==> src/source/runner_settings.svh <==
`ifndef RUNNER_SETTINGS_SVH
`define RUNNER_SETTINGS_SVH

`default_nettype none

// Clock and serial line
`define CLK_HZ 10000000
`define BAUD 312500

// Clocks per game step
`define GAME_TICK_CYCLES 64

// Screen and boxes, in pixels
`define SCREEN_W 320
`define BOX_W 32
`define HIT_W 20
`define HIT_H 30

// Fixed positions
`define RUNNER_X 52
`define GROUND_Y 109
`define OBSTACLE_Y 114

// Jump physics, per game step
`define JUMP_FORCE 10   // Rows per step upward at launch
`define GRAVITY 1
`define DUCK_STEPS 40

`default_nettype wire

`endif
==> src/source/runner_pkg.sv <==
`default_nettype none

package runner_pkg;

	// Screen coordinates
	typedef logic [8:0] xpos_t;   // Column, up to 320
	typedef logic [7:0] ypos_t;   // Row

	// Vertical speed in rows per game step, negative is upward
	typedef logic signed [9:0] vel_t;

	typedef logic [15:0] score_t;

	// Display
	typedef logic [3:0] digit_t;
	typedef logic [6:0] seg_t;    // Active low, bit 0 is segment a

	// UART receiver
	typedef enum logic [1:0] {
		IDLE,
		START,
		DATA,
		STOP
	} rx_state_t;

	// Runner vertical motion
	typedef enum logic [1:0] {
		RUNNING,
		ASCENDING,
		DESCENDING
	} jump_state_t;

endpackage

`default_nettype wire

==> src/source/runner_top.sv <==
`timescale 1ns/1ns
`default_nettype none

module runner_top (
	input  logic              Clock,
	input  logic              rst_n,
	input  logic              rx,
	output logic              crashed,
	output runner_pkg::ypos_t runner_y,
	output runner_pkg::xpos_t obstacle_x,
	output runner_pkg::seg_t  hex0,
	output runner_pkg::seg_t  hex1,
	output runner_pkg::seg_t  hex2,
	output runner_pkg::seg_t  hex3,
	output runner_pkg::seg_t  hex4,
	output runner_pkg::seg_t  hex5
);
	import runner_pkg::*;

	logic [7:0] rx_byte;
	logic       rx_strobe;
	logic       jump_cmd;
	logic       duck_cmd;
	logic       game_tick;   // One pulse per game step
	score_t     score;
	score_t     high_score;

	uart_sampler i_uart_sampler (
		.Clock     (Clock),
		.rst_n     (rst_n),
		.rx        (rx),
		.rx_byte   (rx_byte),
		.rx_strobe (rx_strobe)
	);

	command_decoder i_command_decoder (
		.Clock     (Clock),
		.rst_n     (rst_n),
		.rx_byte   (rx_byte),
		.rx_strobe (rx_strobe),
		.jump_cmd  (jump_cmd),
		.duck_cmd  (duck_cmd)
	);

	jump_physics i_jump_physics (
		.Clock     (Clock),
		.rst_n     (rst_n),
		.game_tick (game_tick),
		.jump_cmd  (jump_cmd),
		.duck_cmd  (duck_cmd),
		.crashed   (crashed),
		.runner_y  (runner_y)
	);

	obstacle_track i_obstacle_track (
		.Clock      (Clock),
		.rst_n      (rst_n),
		.crashed    (crashed),
		.game_tick  (game_tick),
		.obstacle_x (obstacle_x)
	);

	scoreboard i_scoreboard (
		.Clock      (Clock),
		.rst_n      (rst_n),
		.runner_y   (runner_y),
		.obstacle_x (obstacle_x),
		.crashed    (crashed),
		.score      (score),
		.high_score (high_score)
	);

	score_display i_score_display (
		.score      (score),
		.high_score (high_score),
		.hex0       (hex0),
		.hex1       (hex1),
		.hex2       (hex2),
		.hex3       (hex3),
		.hex4       (hex4),
		.hex5       (hex5)
	);

endmodule

`default_nettype wire

==> src/source/score_display.sv <==
`timescale 1ns/1ns
`default_nettype none

module score_display (
	input  runner_pkg::score_t score,
	input  runner_pkg::score_t high_score,
	output runner_pkg::seg_t   hex0,
	output runner_pkg::seg_t   hex1,
	output runner_pkg::seg_t   hex2,
	output runner_pkg::seg_t   hex3,
	output runner_pkg::seg_t   hex4,
	output runner_pkg::seg_t   hex5
);
	import runner_pkg::*;

	// One decimal place of a score
	function automatic digit_t digit_of(input score_t value, input score_t weight);
		score_t place;
		place = (value / weight) % 16'd10;
		return place[3:0];
	endfunction

	function automatic seg_t to_seg(input digit_t d);
		seg_t s;
		case (d)
			4'd0: s = 7'b1000000;
			4'd1: s = 7'b1111001;
			4'd2: s = 7'b0100100;
			4'd3: s = 7'b0110000;
			4'd4: s = 7'b0011001;
			4'd5: s = 7'b0010010;
			4'd6: s = 7'b0000010;
			4'd7: s = 7'b1111000;
			4'd8: s = 7'b0000000;
			4'd9: s = 7'b0010000;
			default: s = 7'b1111111;   // Blank
		endcase
		return s;
	endfunction

	// Current run on the low three digits
	assign hex0 = to_seg(digit_of(score, 16'd1));
	assign hex1 = to_seg(digit_of(score, 16'd10));
	assign hex2 = to_seg(digit_of(score, 16'd100));

	assign hex3 = to_seg(digit_of(high_score, 16'd1));
	assign hex4 = to_seg(digit_of(high_score, 16'd10));
	assign hex5 = to_seg(digit_of(high_score, 16'd100));

endmodule

`default_nettype wire

==> src/source/scoreboard.sv <==
`timescale 1ns/1ns
`include "runner_settings.svh"
`default_nettype none

module scoreboard (
	input  logic               Clock,
	input  logic               rst_n,
	input  runner_pkg::ypos_t  runner_y,
	input  runner_pkg::xpos_t  obstacle_x,
	output logic               crashed,
	output runner_pkg::score_t score,
	output runner_pkg::score_t high_score
);
	import runner_pkg::*;

	localparam xpos_t RUNNER_COL = xpos_t'(`RUNNER_X);
	localparam ypos_t OBSTACLE_ROW = ypos_t'(`OBSTACLE_Y);
	localparam xpos_t START_X = xpos_t'(`SCREEN_W);

	xpos_t  dx;
	ypos_t  dy;
	logic   overlap;
	logic   passed;
	xpos_t  prev_x;
	logic   crashed_q;
	score_t best = '0;   // Survives rst_n

	// Box distances to the runner
	assign dx = (obstacle_x > RUNNER_COL) ? obstacle_x - RUNNER_COL
		: RUNNER_COL - obstacle_x;
	assign dy = (runner_y > OBSTACLE_ROW) ? runner_y - OBSTACLE_ROW
		: OBSTACLE_ROW - runner_y;
	assign overlap = (dx <= xpos_t'(`HIT_W)) && (dy <= ypos_t'(`HIT_H));

	// Obstacle just moved past the runner column
	assign passed = (prev_x > RUNNER_COL) && (obstacle_x <= RUNNER_COL);

	always_ff @(posedge Clock) begin
		if (!rst_n) begin
			crashed <= 1'b0;
			crashed_q <= 1'b0;
			prev_x <= START_X;
			score <= '0;
		end else begin
			crashed <= crashed | overlap;
			crashed_q <= crashed;
			prev_x <= obstacle_x;
			// crashed already covers an overlap one cycle back
			if (passed && !overlap && !crashed)
				score <= score + 1'b1;
		end
	end

	// Best run is taken when a crash begins
	always_ff @(posedge Clock) begin
		if (rst_n && crashed && !crashed_q && score > best)
			best <= score;
	end

	assign high_score = best;

endmodule

`default_nettype wire

==> src/source/obstacle_track.sv <==
`timescale 1ns/1ns
`include "runner_settings.svh"
`default_nettype none

module obstacle_track (
	input  logic              Clock,
	input  logic              rst_n,
	input  logic              crashed,
	output logic              game_tick,
	output runner_pkg::xpos_t obstacle_x
);
	import runner_pkg::*;

	localparam int TICK_W = $clog2(`GAME_TICK_CYCLES);
	localparam xpos_t START_X = xpos_t'(`SCREEN_W);
	localparam xpos_t WRAP_X = xpos_t'(`SCREEN_W - `BOX_W);

	logic [TICK_W-1:0] tick_cnt;

	// Game step divider, stalls during a crash
	always_ff @(posedge Clock) begin
		if (!rst_n) begin
			tick_cnt <= '0;
			game_tick <= 1'b0;
		end else if (crashed) begin
			game_tick <= 1'b0;
		end else begin
			game_tick <= (tick_cnt == TICK_W'(`GAME_TICK_CYCLES - 1));
			tick_cnt <= tick_cnt + 1'b1;
		end
	end

	// Scroll left one column per step
	always_ff @(posedge Clock) begin
		if (!rst_n)
			obstacle_x <= START_X;
		else if (game_tick && !crashed) begin
			if (obstacle_x <= xpos_t'(1))
				obstacle_x <= WRAP_X;   // Back in at the right edge
			else
				obstacle_x <= obstacle_x - 1'b1;
		end
	end

endmodule

`default_nettype wire

==> src/source/jump_physics.sv <==
`timescale 1ns/1ns
`include "runner_settings.svh"
`default_nettype none

module jump_physics (
	input  logic              Clock,
	input  logic              rst_n,
	input  logic              game_tick,
	input  logic              jump_cmd,
	input  logic              duck_cmd,
	input  logic              crashed,
	output runner_pkg::ypos_t runner_y
);
	import runner_pkg::*;

	localparam vel_t LAUNCH_VEL = -vel_t'(`JUMP_FORCE);
	localparam vel_t FALL_STEP = vel_t'(`GRAVITY);
	localparam ypos_t GROUND = ypos_t'(`GROUND_Y);
	localparam logic signed [10:0] GROUND_S = 11'(`GROUND_Y);
	localparam int DUCK_W = $clog2(`DUCK_STEPS + 1);

	jump_state_t        state;
	vel_t               vel;
	vel_t               vel_next;
	logic signed [10:0] next_y;    // Row after this step, may pass ground
	logic [DUCK_W-1:0]  duck_left;
	logic               ducking;

	assign ducking = (duck_left != '0);
	assign next_y = $signed({3'b000, runner_y}) + vel;
	assign vel_next = vel + FALL_STEP;

	always_ff @(posedge Clock) begin
		if (!rst_n) begin
			state <= RUNNING;
			vel <= '0;
			runner_y <= GROUND;
			duck_left <= '0;
		end else if (!crashed) begin
			// Duck counts game steps
			if (duck_cmd && state == RUNNING)
				duck_left <= DUCK_W'(`DUCK_STEPS);
			else if (game_tick && ducking)
				duck_left <= duck_left - 1'b1;

			if (jump_cmd && state == RUNNING && !ducking) begin
				vel <= LAUNCH_VEL;
				state <= ASCENDING;
			end else if (game_tick && state != RUNNING) begin
				if (next_y >= GROUND_S) begin
					runner_y <= GROUND;   // Land
					vel <= '0;
					state <= RUNNING;
				end else begin
					runner_y <= next_y[7:0];
					vel <= vel_next;
					state <= vel_next[9] ? ASCENDING : DESCENDING;
				end
			end
		end
	end

endmodule

`default_nettype wire

==> src/source/command_decoder.sv <==
`timescale 1ns/1ns
`default_nettype none

module command_decoder (
	input  logic       Clock,
	input  logic       rst_n,
	input  logic [7:0] rx_byte,
	input  logic       rx_strobe,
	output logic       jump_cmd,
	output logic       duck_cmd
);

	localparam logic [7:0] CMD_JUMP = "J";
	localparam logic [7:0] CMD_DUCK = "D";

	// Idle "I" and every other byte fall through with no pulse
	always_ff @(posedge Clock) begin
		if (!rst_n) begin
			jump_cmd <= 1'b0;
			duck_cmd <= 1'b0;
		end else begin
			jump_cmd <= rx_strobe && (rx_byte == CMD_JUMP);
			duck_cmd <= rx_strobe && (rx_byte == CMD_DUCK);
		end
	end

endmodule

`default_nettype wire

==> src/source/uart_sampler.sv <==
`timescale 1ns/1ns
`include "runner_settings.svh"
`default_nettype none

module uart_sampler (
	input  logic       Clock,
	input  logic       rst_n,
	input  logic       rx,
	output logic [7:0] rx_byte,
	output logic       rx_strobe
);
	import runner_pkg::*;

	localparam int OS_DIV = `CLK_HZ / (`BAUD * 16);
	localparam int OS_W = (OS_DIV > 1) ? $clog2(OS_DIV) : 1;

	logic [OS_W-1:0] os_cnt;
	logic            os_tick;
	logic            rx_meta;
	logic            rx_sync;
	rx_state_t       state;
	logic [3:0]      sub_cnt;   // Oversample ticks left in this bit
	logic [2:0]      bit_idx;
	logic [7:0]      shift;
	logic            bit_end;

	// 16x oversampling tick
	always_ff @(posedge Clock) begin
		if (!rst_n) begin
			os_cnt <= '0;
			os_tick <= 1'b0;
		end else if (os_cnt == OS_W'(OS_DIV - 1)) begin
			os_cnt <= '0;
			os_tick <= 1'b1;
		end else begin
			os_cnt <= os_cnt + 1'b1;
			os_tick <= 1'b0;
		end
	end

	// Two-flop synchronizer, idle line is high
	always_ff @(posedge Clock) begin
		if (!rst_n) begin
			rx_meta <= 1'b1;
			rx_sync <= 1'b1;
		end else begin
			rx_meta <= rx;
			rx_sync <= rx_meta;
		end
	end

	assign bit_end = os_tick && (sub_cnt == 4'd0);

	always_ff @(posedge Clock) begin
		if (!rst_n) begin
			state <= IDLE;
			sub_cnt <= '0;
			bit_idx <= '0;
			rx_strobe <= 1'b0;
		end else begin
			rx_strobe <= 1'b0;
			if (os_tick && sub_cnt != 4'd0)
				sub_cnt <= sub_cnt - 1'b1;
			case (state)
				IDLE: if (os_tick && !rx_sync) begin
					state <= START;
					sub_cnt <= 4'd7;   // Half a bit to reach mid start bit
				end
				START: if (bit_end) begin
					state <= rx_sync ? IDLE : DATA;   // Glitch returns to idle
					sub_cnt <= 4'd15;
					bit_idx <= '0;
				end
				DATA: if (bit_end) begin
					sub_cnt <= 4'd15;
					bit_idx <= bit_idx + 1'b1;
					if (bit_idx == 3'd7)
						state <= STOP;
				end
				STOP: if (bit_end) begin
					state <= IDLE;
					rx_strobe <= 1'b1;
				end
				default: state <= IDLE;
			endcase
		end
	end

	// Data path, LSB arrives first
	always_ff @(posedge Clock) begin
		if (state == DATA && bit_end)
			shift <= {rx_sync, shift[7:1]};
		if (state == STOP && bit_end)
			rx_byte <= shift;
	end

endmodule

`default_nettype wire

==> config.mk <==
export PLATFORM = sky130hd
export DESIGN_NAME = runner_top
export DESIGN_NICKNAME = d
export VERILOG_FILES = /design/src/source/runner_pkg.sv /design/src/source/runner_top.sv /design/src/source/score_display.sv /design/src/source/scoreboard.sv /design/src/source/obstacle_track.sv /design/src/source/jump_physics.sv /design/src/source/command_decoder.sv /design/src/source/uart_sampler.sv
export VERILOG_INCLUDE_DIRS = /design/src /design/src/source
export SDC_FILE = /design/constraint.sdc
export NUM_CORES = 1
export LEC_CHECK = 0
export BUFFER_PORTS_ARGS = -buffer_cell sky130_fd_sc_hd__buf_2
export CAP_MARGIN = 20
export CORE_UTILIZATION = 61
export DETAILED_ROUTE_END_ITERATION = 10
export HOLD_SLACK_MARGIN = 0.03
export PLACE_DENSITY = 0.79
export SYNTH_ARGS = -nofsm -noshare
export SYNTH_HDL_FRONTEND = slang
export SYNTH_SLANG_ARGS = --single-unit
==> constraint.sdc <==
create_clock -name Clock -period 18.9 [get_ports Clock]
set_input_delay 0.945 -clock Clock [delete_from_list [all_inputs] [get_ports Clock]]
set_output_delay 0.945 -clock Clock [all_outputs]
set_load 0.02 [all_outputs]
==> results of run 1 <==
## cell type report
| type | instances | share of cell area [%] |
|---|---|---|
| clock buffer | 21 | 2.95 |
| tap | 330 | 2.47 |
| multi-input combinational | 1796 | 73.0 |
| timing repair buffer | 84 | 2.83 |
| clock inverter | 10 | 0.412 |
| sequential | 116 | 15.8 |
| inverter | 108 | 2.44 |
## worst max-delay path: cells and delay by family, from the launching register on
kind	cells	cell delay (ns)
AO/OA/AOI/OAI	13	4.00
XOR/XNOR	1	0.13
adder cells (fa/ha/maj)	2	0.43
buffers and inverters	3	0.48
flip-flops	1	1.01
AND/OR/NAND/NOR	11	3.46
## stage by stage
stage               instance area [µm²]  total power, mW  utilization (%)  hold WS [ns]
floorplan                         15800            0.275                -         0.383
global placement                  16100            0.278             63.6         0.394
detailed placement                16100            0.279             63.6         0.396
CTS                               16700            0.584             65.9         0.406
global route                      16700            0.598             65.9         0.412
finish                            16700            0.581             65.9         0.401
## synthesized netlist by cell type, types with 10 or more instances
cell type / count
o21ai_0: 138
o31ai_1: 18
or2_2: 11
nand3_1: 73
nor4_1: 18
nor3b_1: 14
a21o_1: 24
nand4_1: 22
a21oi_1: 162
nand2b_1: 40
o221ai_1: 11
buf_4: 11
nand2_1: 168
clkbuf_1: 69
buf_6: 11
o211a_1: 12
and2_1: 47
nor3_1: 81
a21boi_0: 17
o21a_1: 23
edfxtp_1: 32
dfxtp_1: 84
o22ai_1: 16
xor2_1: 13
mux2i_1: 50
mux2_2: 20
ha_1: 88
xnor2_1: 81
a211oi_1: 38
a31oi_1: 34
nor2b_1: 30
nor2_1: 192
o211ai_1: 35
a2111oi_0: 11
and3_1: 13
buf_2: 26
a211o_1: 10
or3_1: 23
inv_1: 91
## registers in the layout, indices dropped and copies added (netlist names), 2 cells and up, named ones only
register	count
i_jump_physics.duck_left	6
i_obstacle_track.obstacle_x	9
i_scoreboard.high_score	16
i_uart_sampler.sub_cnt	4
i_jump_physics.vel	9
i_jump_physics.runner_y	8
i_scoreboard.prev_x	9
i_jump_physics.state	2
i_uart_sampler.rx_byte	8
i_scoreboard.score	16
i_uart_sampler.bit_idx	3
i_uart_sampler.shift	8
i_obstacle_track.tick_cnt	6
## cells in the final DEF (no fill, tap or decap), types with 17 or more instances in the layout
cell	instances
nor4_1	18
or3_1	23
a31oi_1	34
a21oi_1	162
mux2i_1	50
nand4_1	22
o31ai_1	18
edfxtp_1	32
nor3_1	81
a21o_1	24
a211oi_1	38
nand3_1	73
a21boi_0	17
o21a_1	23
buf_4	21
buf_2	63
dfxtp_1	84
clkbuf_16	19
and2_1	47
o211ai_1	35
o21ai_0	138
mux2_2	20
xnor2_1	81
nand2_1	168
nor2b_1	30
nor2_1	192
ha_1	88
nand2b_1	40
inv_1	91
## layer usage
layer / up-vias / track usage [%] / share of wire, %
met3: 60 / 3.12 / 6.2
met2: 650 / 49.7 / 48
met1: 7673 / 39.7 / 45
met5: - / 0 / 0
li1: 8020 / - / -
met4: 0 / 9.26 / 1.6
## where the power goes
part           internal, mW  total [mW]  switching [mW]
clock network         0.186       0.308           0.121
registers             0.256       0.258         0.00199
logic               0.00624      0.0153         0.00910
total                 0.449       0.581           0.132
## kinds of logic (layout without fill, tap and decap cells)
| family | after synthesis | count (layout) | share of synthesized area (%) |
|---|---|---|---|
| AND/OR/NAND/NOR | 785 | 785 | 25.3 |
| AO/OA/AOI/OAI | 744 | 744 | 33.7 |
| buffers and inverters | 230 | 223 | 6.45 |
| flip-flops | 116 | 116 | 16.7 |
| adder cells (fa/ha/maj) | 97 | 97 | 7.58 |
| XOR/XNOR | 96 | 96 | 5.40 |
| multiplexers | 74 | 74 | 4.93 |
## worst max-delay path by stage
stage,startpoint,endpoint,slack [ns],depth (start not counted)
after floorplan,i_scoreboard.high_score[12],hex5[6],10.67,33
after global placement,i_scoreboard.high_score[14],hex5[6],8.65,29
after detailed placement,i_scoreboard.high_score[14],hex5[6],8.31,27
after CTS,i_scoreboard.high_score[14],hex5[6],7.85,29
after global routing,i_scoreboard.high_score[14],hex5[6],7.29,28
final,i_scoreboard.high_score[14],hex5[6],7.99,30
==> metrics.log, run 1 <==
[metrics] Worst R2R Path Depth: 20
[metrics] worst-case clock skew: 0.0157 ns
[metrics] CTS resizes: 0
[metrics] worst slew margin relative to its limit: about a quarter
[metrics] Congestion Overflow GR: 0
[metrics] fraction of layout cells with a size suffix above 1: between 10% and 20%
[metrics] Routed Antenna Nets: 0
[metrics] maximum clock frequency: 91.7 MHz
[metrics] number of maximum-capacitance violations: 0
[metrics] Least-Margin Pin Slew: between 1 and 1.5 ns
[metrics] hold path startpoint: i_uart_sampler.os_cnt
[metrics] Hold Violations, Final: 0
[metrics] Die Y: 163 µm
[metrics] final critical path time including I/O delays and setup: approximately 11 ns
[metrics] required time reported for the critical path endpoint: between 15 and 20 ns
[metrics] number of buffers added on ports: 62
[metrics] worst-case setup margin in the final layout: 7.99 ns
[metrics] cell accounting for the most synthesized area: dfxtp_1
[metrics] number of instances on the worst hold path: 1
[metrics] Post-Syn Instances: ~2.1k
[metrics] number of max-slew violations in the final report: 0
[metrics] clock buffers created by TritonCTS: 17
[metrics] sinks on the clock net: ~120
[metrics] critical path's slowest cell: edfxtp_1
[metrics] status: finished clean
[metrics] fraction of the yosys area taken by sequential cells: between 10% and 20%
[metrics] pre-CTS WS: around 8.3 ns
[metrics] share of Yosys cell area claimed by the top area cell type: a little over a tenth
[metrics] GRT Util Overall: approximately 30%
[metrics] share of async-settable or async-resettable flops after synthesis: 0%
[metrics] count of vias placed by the detailed router: 16.4k
[metrics] cell area after technology mapping: roughly 16000 µm²
[metrics] worst min-delay path category: register to register
[metrics] clock-pin slew on the worst setup and hold paths: roughly 0.060 ns
[metrics] filler cell count in the final layout: 2175
[metrics] total length of routed wires: between 40000 and 50000 µm
[metrics] placeable core region: 25300 µm²
[metrics] row count: 58
[metrics] Reg-to-Reg End: i_scoreboard.score[15]
[metrics] maximum fanout count along the critical path: 33
[metrics] number of setup buffers added after CTS: 0
[metrics] hold bufs inserted after CTS: 0
[metrics] delay of the slowest cell on the worst path: slightly above 1 ns
[metrics] clock tree buffer depth: 2
[metrics] count of boundary I/O pins: between 60 and 70
[metrics] element type at the critical path start: register
[metrics] worst ir drop on vdd: 62.3 µV
[metrics] Setup Crit Path Kind: register to primary output
[metrics] source of the worst register-to-register timing path: i_obstacle_track.obstacle_x[0]
[metrics] aggregate negative setup slack: 0 ns
[metrics] flop and latch count out of synthesis: 116
[metrics] horizontal die dimension: between 150 and 200 µm
[metrics] number of failing setup endpoints in the final timing report: 0
[metrics] number of flops mapped to enable cells by yosys: 32
[metrics] element type at the critical path end: primary output
[metrics] final cell count without fillers: 2465
[metrics] number of antenna violations at the first check in global routing: 0
[metrics] footprint of the multi-input gates: around 12000 µm²
[metrics] last weighted congestion value of the routability-driven placer: slightly above 0.9
[metrics] via count of the first global-routing pass: ~15k
[metrics] detailed-route DRC error count: 0
[metrics] final period utilization: about 58%
[metrics] Yosys cell types: 130
[metrics] area added between synthesis and finish: 5.30%
[metrics] number of cells after detailed placement: about 2.4k
[metrics] largest cells by area after synthesis: dfxtp_1, ha_1, edfxtp_1, a21oi_1, nor2_1
[metrics] number of warnings issued by yosys: 0
[metrics] most common flop cell mapped by yosys: dfxtp_1
[metrics] net total in the final layout: about 2.2k
[metrics] static leakage power: between 6 and 7 nW
[metrics] largest net degree at the start of global routing: 73
[metrics] register-to-register setup slack: between 10 and 15 ns
[metrics] Mapped Avg Cell Area: ~7.4 µm²
[metrics] clock tree from TritonCTS: built
[metrics] initial cell density of the core: 62.6%
[metrics] Clock H-tree levels: 4
[metrics] detail-routed via count per cell: roughly 6.7
[metrics] net count after synthesis: around 2.2k
[metrics] arrival time reported for the critical path endpoint: 9.96 ns
[metrics] RSZ-0062 raised after global routing: no
[metrics] post-DR wirelength/cell: 16.3 µm
[metrics] global-route wire length before repair: 67300 µm
[metrics] source-to-sink clock delay at the later pin of the worst-skew pair: ~0.42 ns
[metrics] sequential cell area in the final layout: about 2600 µm²
[metrics] First-pass DRT Iterations: 6
[metrics] HPWL after DPL: a little under 30000 µm
[metrics] power density over cell area: 34.8 nW/µm²
[metrics] Worst Hold Endpoint: i_uart_sampler.os_cnt
[metrics] diodes inserted: 0
[metrics] Root Buffer Master: clkbuf_16
[metrics] iteration-0 DRC count of the detailed router: 1474
[metrics] full die area: approximately 27000 µm²
(Power assumes the default switching activity.)
==> run 2: changes to the inputs <==
--- a/config.mk
+++ b/config.mk
@@ -8,10 +8,10 @@
 export LEC_CHECK = 0
 export BUFFER_PORTS_ARGS = -buffer_cell sky130_fd_sc_hd__buf_2
 export CAP_MARGIN = 20
-export CORE_UTILIZATION = 61
+export CORE_UTILIZATION = 59
 export DETAILED_ROUTE_END_ITERATION = 10
 export HOLD_SLACK_MARGIN = 0.03
-export PLACE_DENSITY = 0.79
+export PLACE_DENSITY = 0.8
 export SYNTH_ARGS = -nofsm -noshare
 export SYNTH_HDL_FRONTEND = slang
 export SYNTH_SLANG_ARGS = --single-unit
==> constraint.sdc (replaced) <==
create_clock -name Clock -period 8.85 [get_ports Clock]
set_input_delay 0.4425 -clock Clock [delete_from_list [all_inputs] [get_ports Clock]]
set_output_delay 0.4425 -clock Clock [all_outputs]
set_load 0.02 [all_outputs]
==> run 2 against run 1 <==
  * Total power is 110% higher
  * First-iteration DRC count is 4.5% lower
  * Worst setup slack worse by 7.7 ns
==> metrics.log, run 2 (same netlist as run 1, synthesis figures left out) <==
[metrics] detailed-route DRC error count: 0 (unchanged)
[metrics] maximum fanout count along the critical path: 13 (-61%)
[metrics] clock tree from TritonCTS: built
[metrics] maximum clock frequency: 117 MHz
[metrics] worst ir drop on vdd: 122 µV (+97%)
[metrics] row count: 59 (+1.7%)
[metrics] Congestion Overflow GR: 0 (unchanged)
[metrics] worst-case clock skew: 0.0101 ns (-0.00561 ns)
[metrics] global-route wire length before repair: 70800 µm (+5.1%)
[metrics] largest net degree at the start of global routing: 73 (unchanged)
[metrics] number of max-slew violations in the final report: 0 (unchanged)
[metrics] element type at the critical path start: register
[metrics] sinks on the clock net: 116 (unchanged)
[metrics] status: finished clean
[metrics] diodes inserted: 0 (unchanged)
[metrics] placeable core region: 26200 µm² (+3.5%)
[metrics] static leakage power: 6.80 nW (+7.5%)
[metrics] worst min-delay path category: primary input to register
[metrics] commonest cells after routing, fill and taps aside: nor2_1, nand2_1, a21oi_1, o21ai_0, buf_4
[metrics] worst-case setup margin in the final layout: 0.323 ns (-7.67 ns)
[metrics] commonest non-fill, non-tap cell in the layout: nor2_1
[metrics] number of antenna violations at the first check in global routing: 0 (unchanged)
[metrics] Setup Crit Path Kind: register to primary output
[metrics] horizontal die dimension: 166 µm (+1.7%)
[metrics] last weighted congestion value of the routability-driven placer: 0.933 (about the same)
[metrics] via count of the first global-routing pass: 15.2k (+3.7%)
[metrics] final core occ: 67.7% (+1.8 points)
[metrics] pre-CTS WS: 0.235 ns (-8.08 ns)
[metrics] number of buffers added on ports: 62 (unchanged)
[metrics] total length of routed wires: 42900 µm (+6.9%)
[metrics] Hold Violations, Final: 0 (unchanged)
[metrics] number of failing setup endpoints in the final timing report: 0 (unchanged)
[metrics] Clock H-tree levels: 4 (unchanged)
[metrics] First-pass DRT Iterations: 6 (unchanged)
[metrics] number of cells after detailed placement: 2479 (+1.9%)
[metrics] final cell count without fillers: 2553 (+3.6%)
[metrics] Least-Margin Pin Slew: 1.05 ns (-0.0803 ns)
[metrics] final period utilization: ~96%
[metrics] clock buffers created by TritonCTS: 17 (unchanged)
[metrics] initial cell density of the core: 60.5% (-2.1 points)
[metrics] critical path's slowest cell: or4_4
[metrics] HPWL after DPL: 30100 µm (+4.2%)
[metrics] iteration-0 DRC count of the detailed router: 1407 (-4.5%)
[metrics] clock tree buffer depth: 2 (unchanged)
[metrics] number of maximum-capacitance violations: 0 (unchanged)
[metrics] source-to-sink clock delay at the later pin of the worst-skew pair: 0.42 ns (about the same)
[metrics] clock-pin slew on the worst setup and hold paths: 0.05 ns (about the same)
[metrics] final critical path time including I/O delays and setup: ~8.5 ns
[metrics] required time reported for the critical path endpoint: 8.41 ns (-9.54 ns)
[metrics] worst slew margin relative to its limit: 29.5% (+5.4 points)
[metrics] element type at the critical path end: primary output
[metrics] fraction of layout cells with a size suffix above 1: 16.9% (+5.4 points)
[metrics] detail-routed via count per cell: 6.64 (-0.22%)
[metrics] Routed Antenna Nets: 0 (unchanged)
[metrics] area added between synthesis and finish: 11.9%
[metrics] worst hold-check slack: 0.212 ns (-0.189 ns)
[metrics] count of boundary I/O pins: 63 (unchanged)
[metrics] full die area: 27500 µm² (+3.3%)
[metrics] post-DR wirelength/cell: 16.8 µm (+3.2%)
[metrics] Root Buffer Master: clkbuf_16
[metrics] arrival time reported for the critical path endpoint: 8.08 ns (-1.88 ns)
[metrics] net total in the final layout: 2297 (+3.7%)
[metrics] GRT Util Overall: 29.4% (-0.29 points)
[metrics] Die Y: 166 µm (+1.7%)
[metrics] power density over cell area: 69.5 nW/µm² (+100%)
[metrics] count of vias placed by the detailed router: 17.0k (+3.3%)
[metrics] delay of the slowest cell on the worst path: 0.59 ns (-0.42 ns)
-- run 2: changes by cell type in the layout (fill, tap and decap cells not counted), sizes merged --
cell / before / now
buf: 84 / 162
clkinvlp: 0 / 3
clkbuf: 21 / 19
clkinv: 14 / 16
inv: 104 / 102
a2111o: 2 / 3
and3: 14 / 15
bufinv: 0 / 1
nor3: 86 / 87
-- run 2: critical path, delay by kind of cell, from the launching register on --
family	cells	cell delay (ns)
and+or+nand+nor	7	1.97
buffers and inverters	3	0.47
adders and majority gates	1	0.19
AOI/OAI and AO/OA	14	4.00
muxes	2	0.47
xor gates and xnor gates	1	0.10
DFF	1	0.47
-- run 2: power by group --
group          total [mW]  internal (mW)  switching [mW]  leakage, nW
Clock               0.649          0.388           0.262        0.267
Combinational      0.0326         0.0132          0.0194         5.53
Sequential          0.551          0.547         0.00433         1.00
-- run 2: final timing paths --
check                                  from                endpoint  slack [ns]  cells past startpoint
min                                      rx  i_uart_sampler.rx_meta        0.21                      2
max reg2reg  i_obstacle_track.obstacle_x[0]  i_scoreboard.score[15]        3.97                     20
min reg2reg           i_uart_sampler.os_cnt   i_uart_sampler.os_cnt        0.40                      1
max             i_scoreboard.high_score[11]                 hex5[6]        0.32                     28
-- run 2: cell type report --
class	instances	area [µm²]
Clock buffer	18	429
Fill cell	2180	8470
Tap cell	335	419
Timing Repair Buffer	163	1100
Multi-Input combinational cell	1799	12600
Inverter	108	410
Sequential cell	116	2650
Clock inverter	14	129
-- run 2: what timing repair did --
action                                  in CTS  in global routing
hold buffers                                 0                  0
buffers inserted                             1                 38
pin swaps                                    1                 20
resized for setup                            5                 79
endpoints found under the setup margin      12                 32
cloned                                       0                  3
-- run 2: through the flow --
stage / TNS [ns] / power (mW) / cell area [µm²]
3_5_place_dp: 0 / 0.595 / 16400
5_1_grt: -0.126 / 1.26 / 17700
3_3_place_gp: 0 / 0.594 / 16400
6_report: 0 / 1.23 / 17700
2_1_floorplan: 0 / 0.588 / 15800
4_1_cts: -0.0175 / 1.24 / 17000
-- run 2: per-layer routing --
layer / GRT usage (%) / wire length, µm
met5: 0 / 0
met4: 9.67 / 923
met3: 3.07 / 2900
met2: 50.2 / 20500
met1: 38.6 / 18600
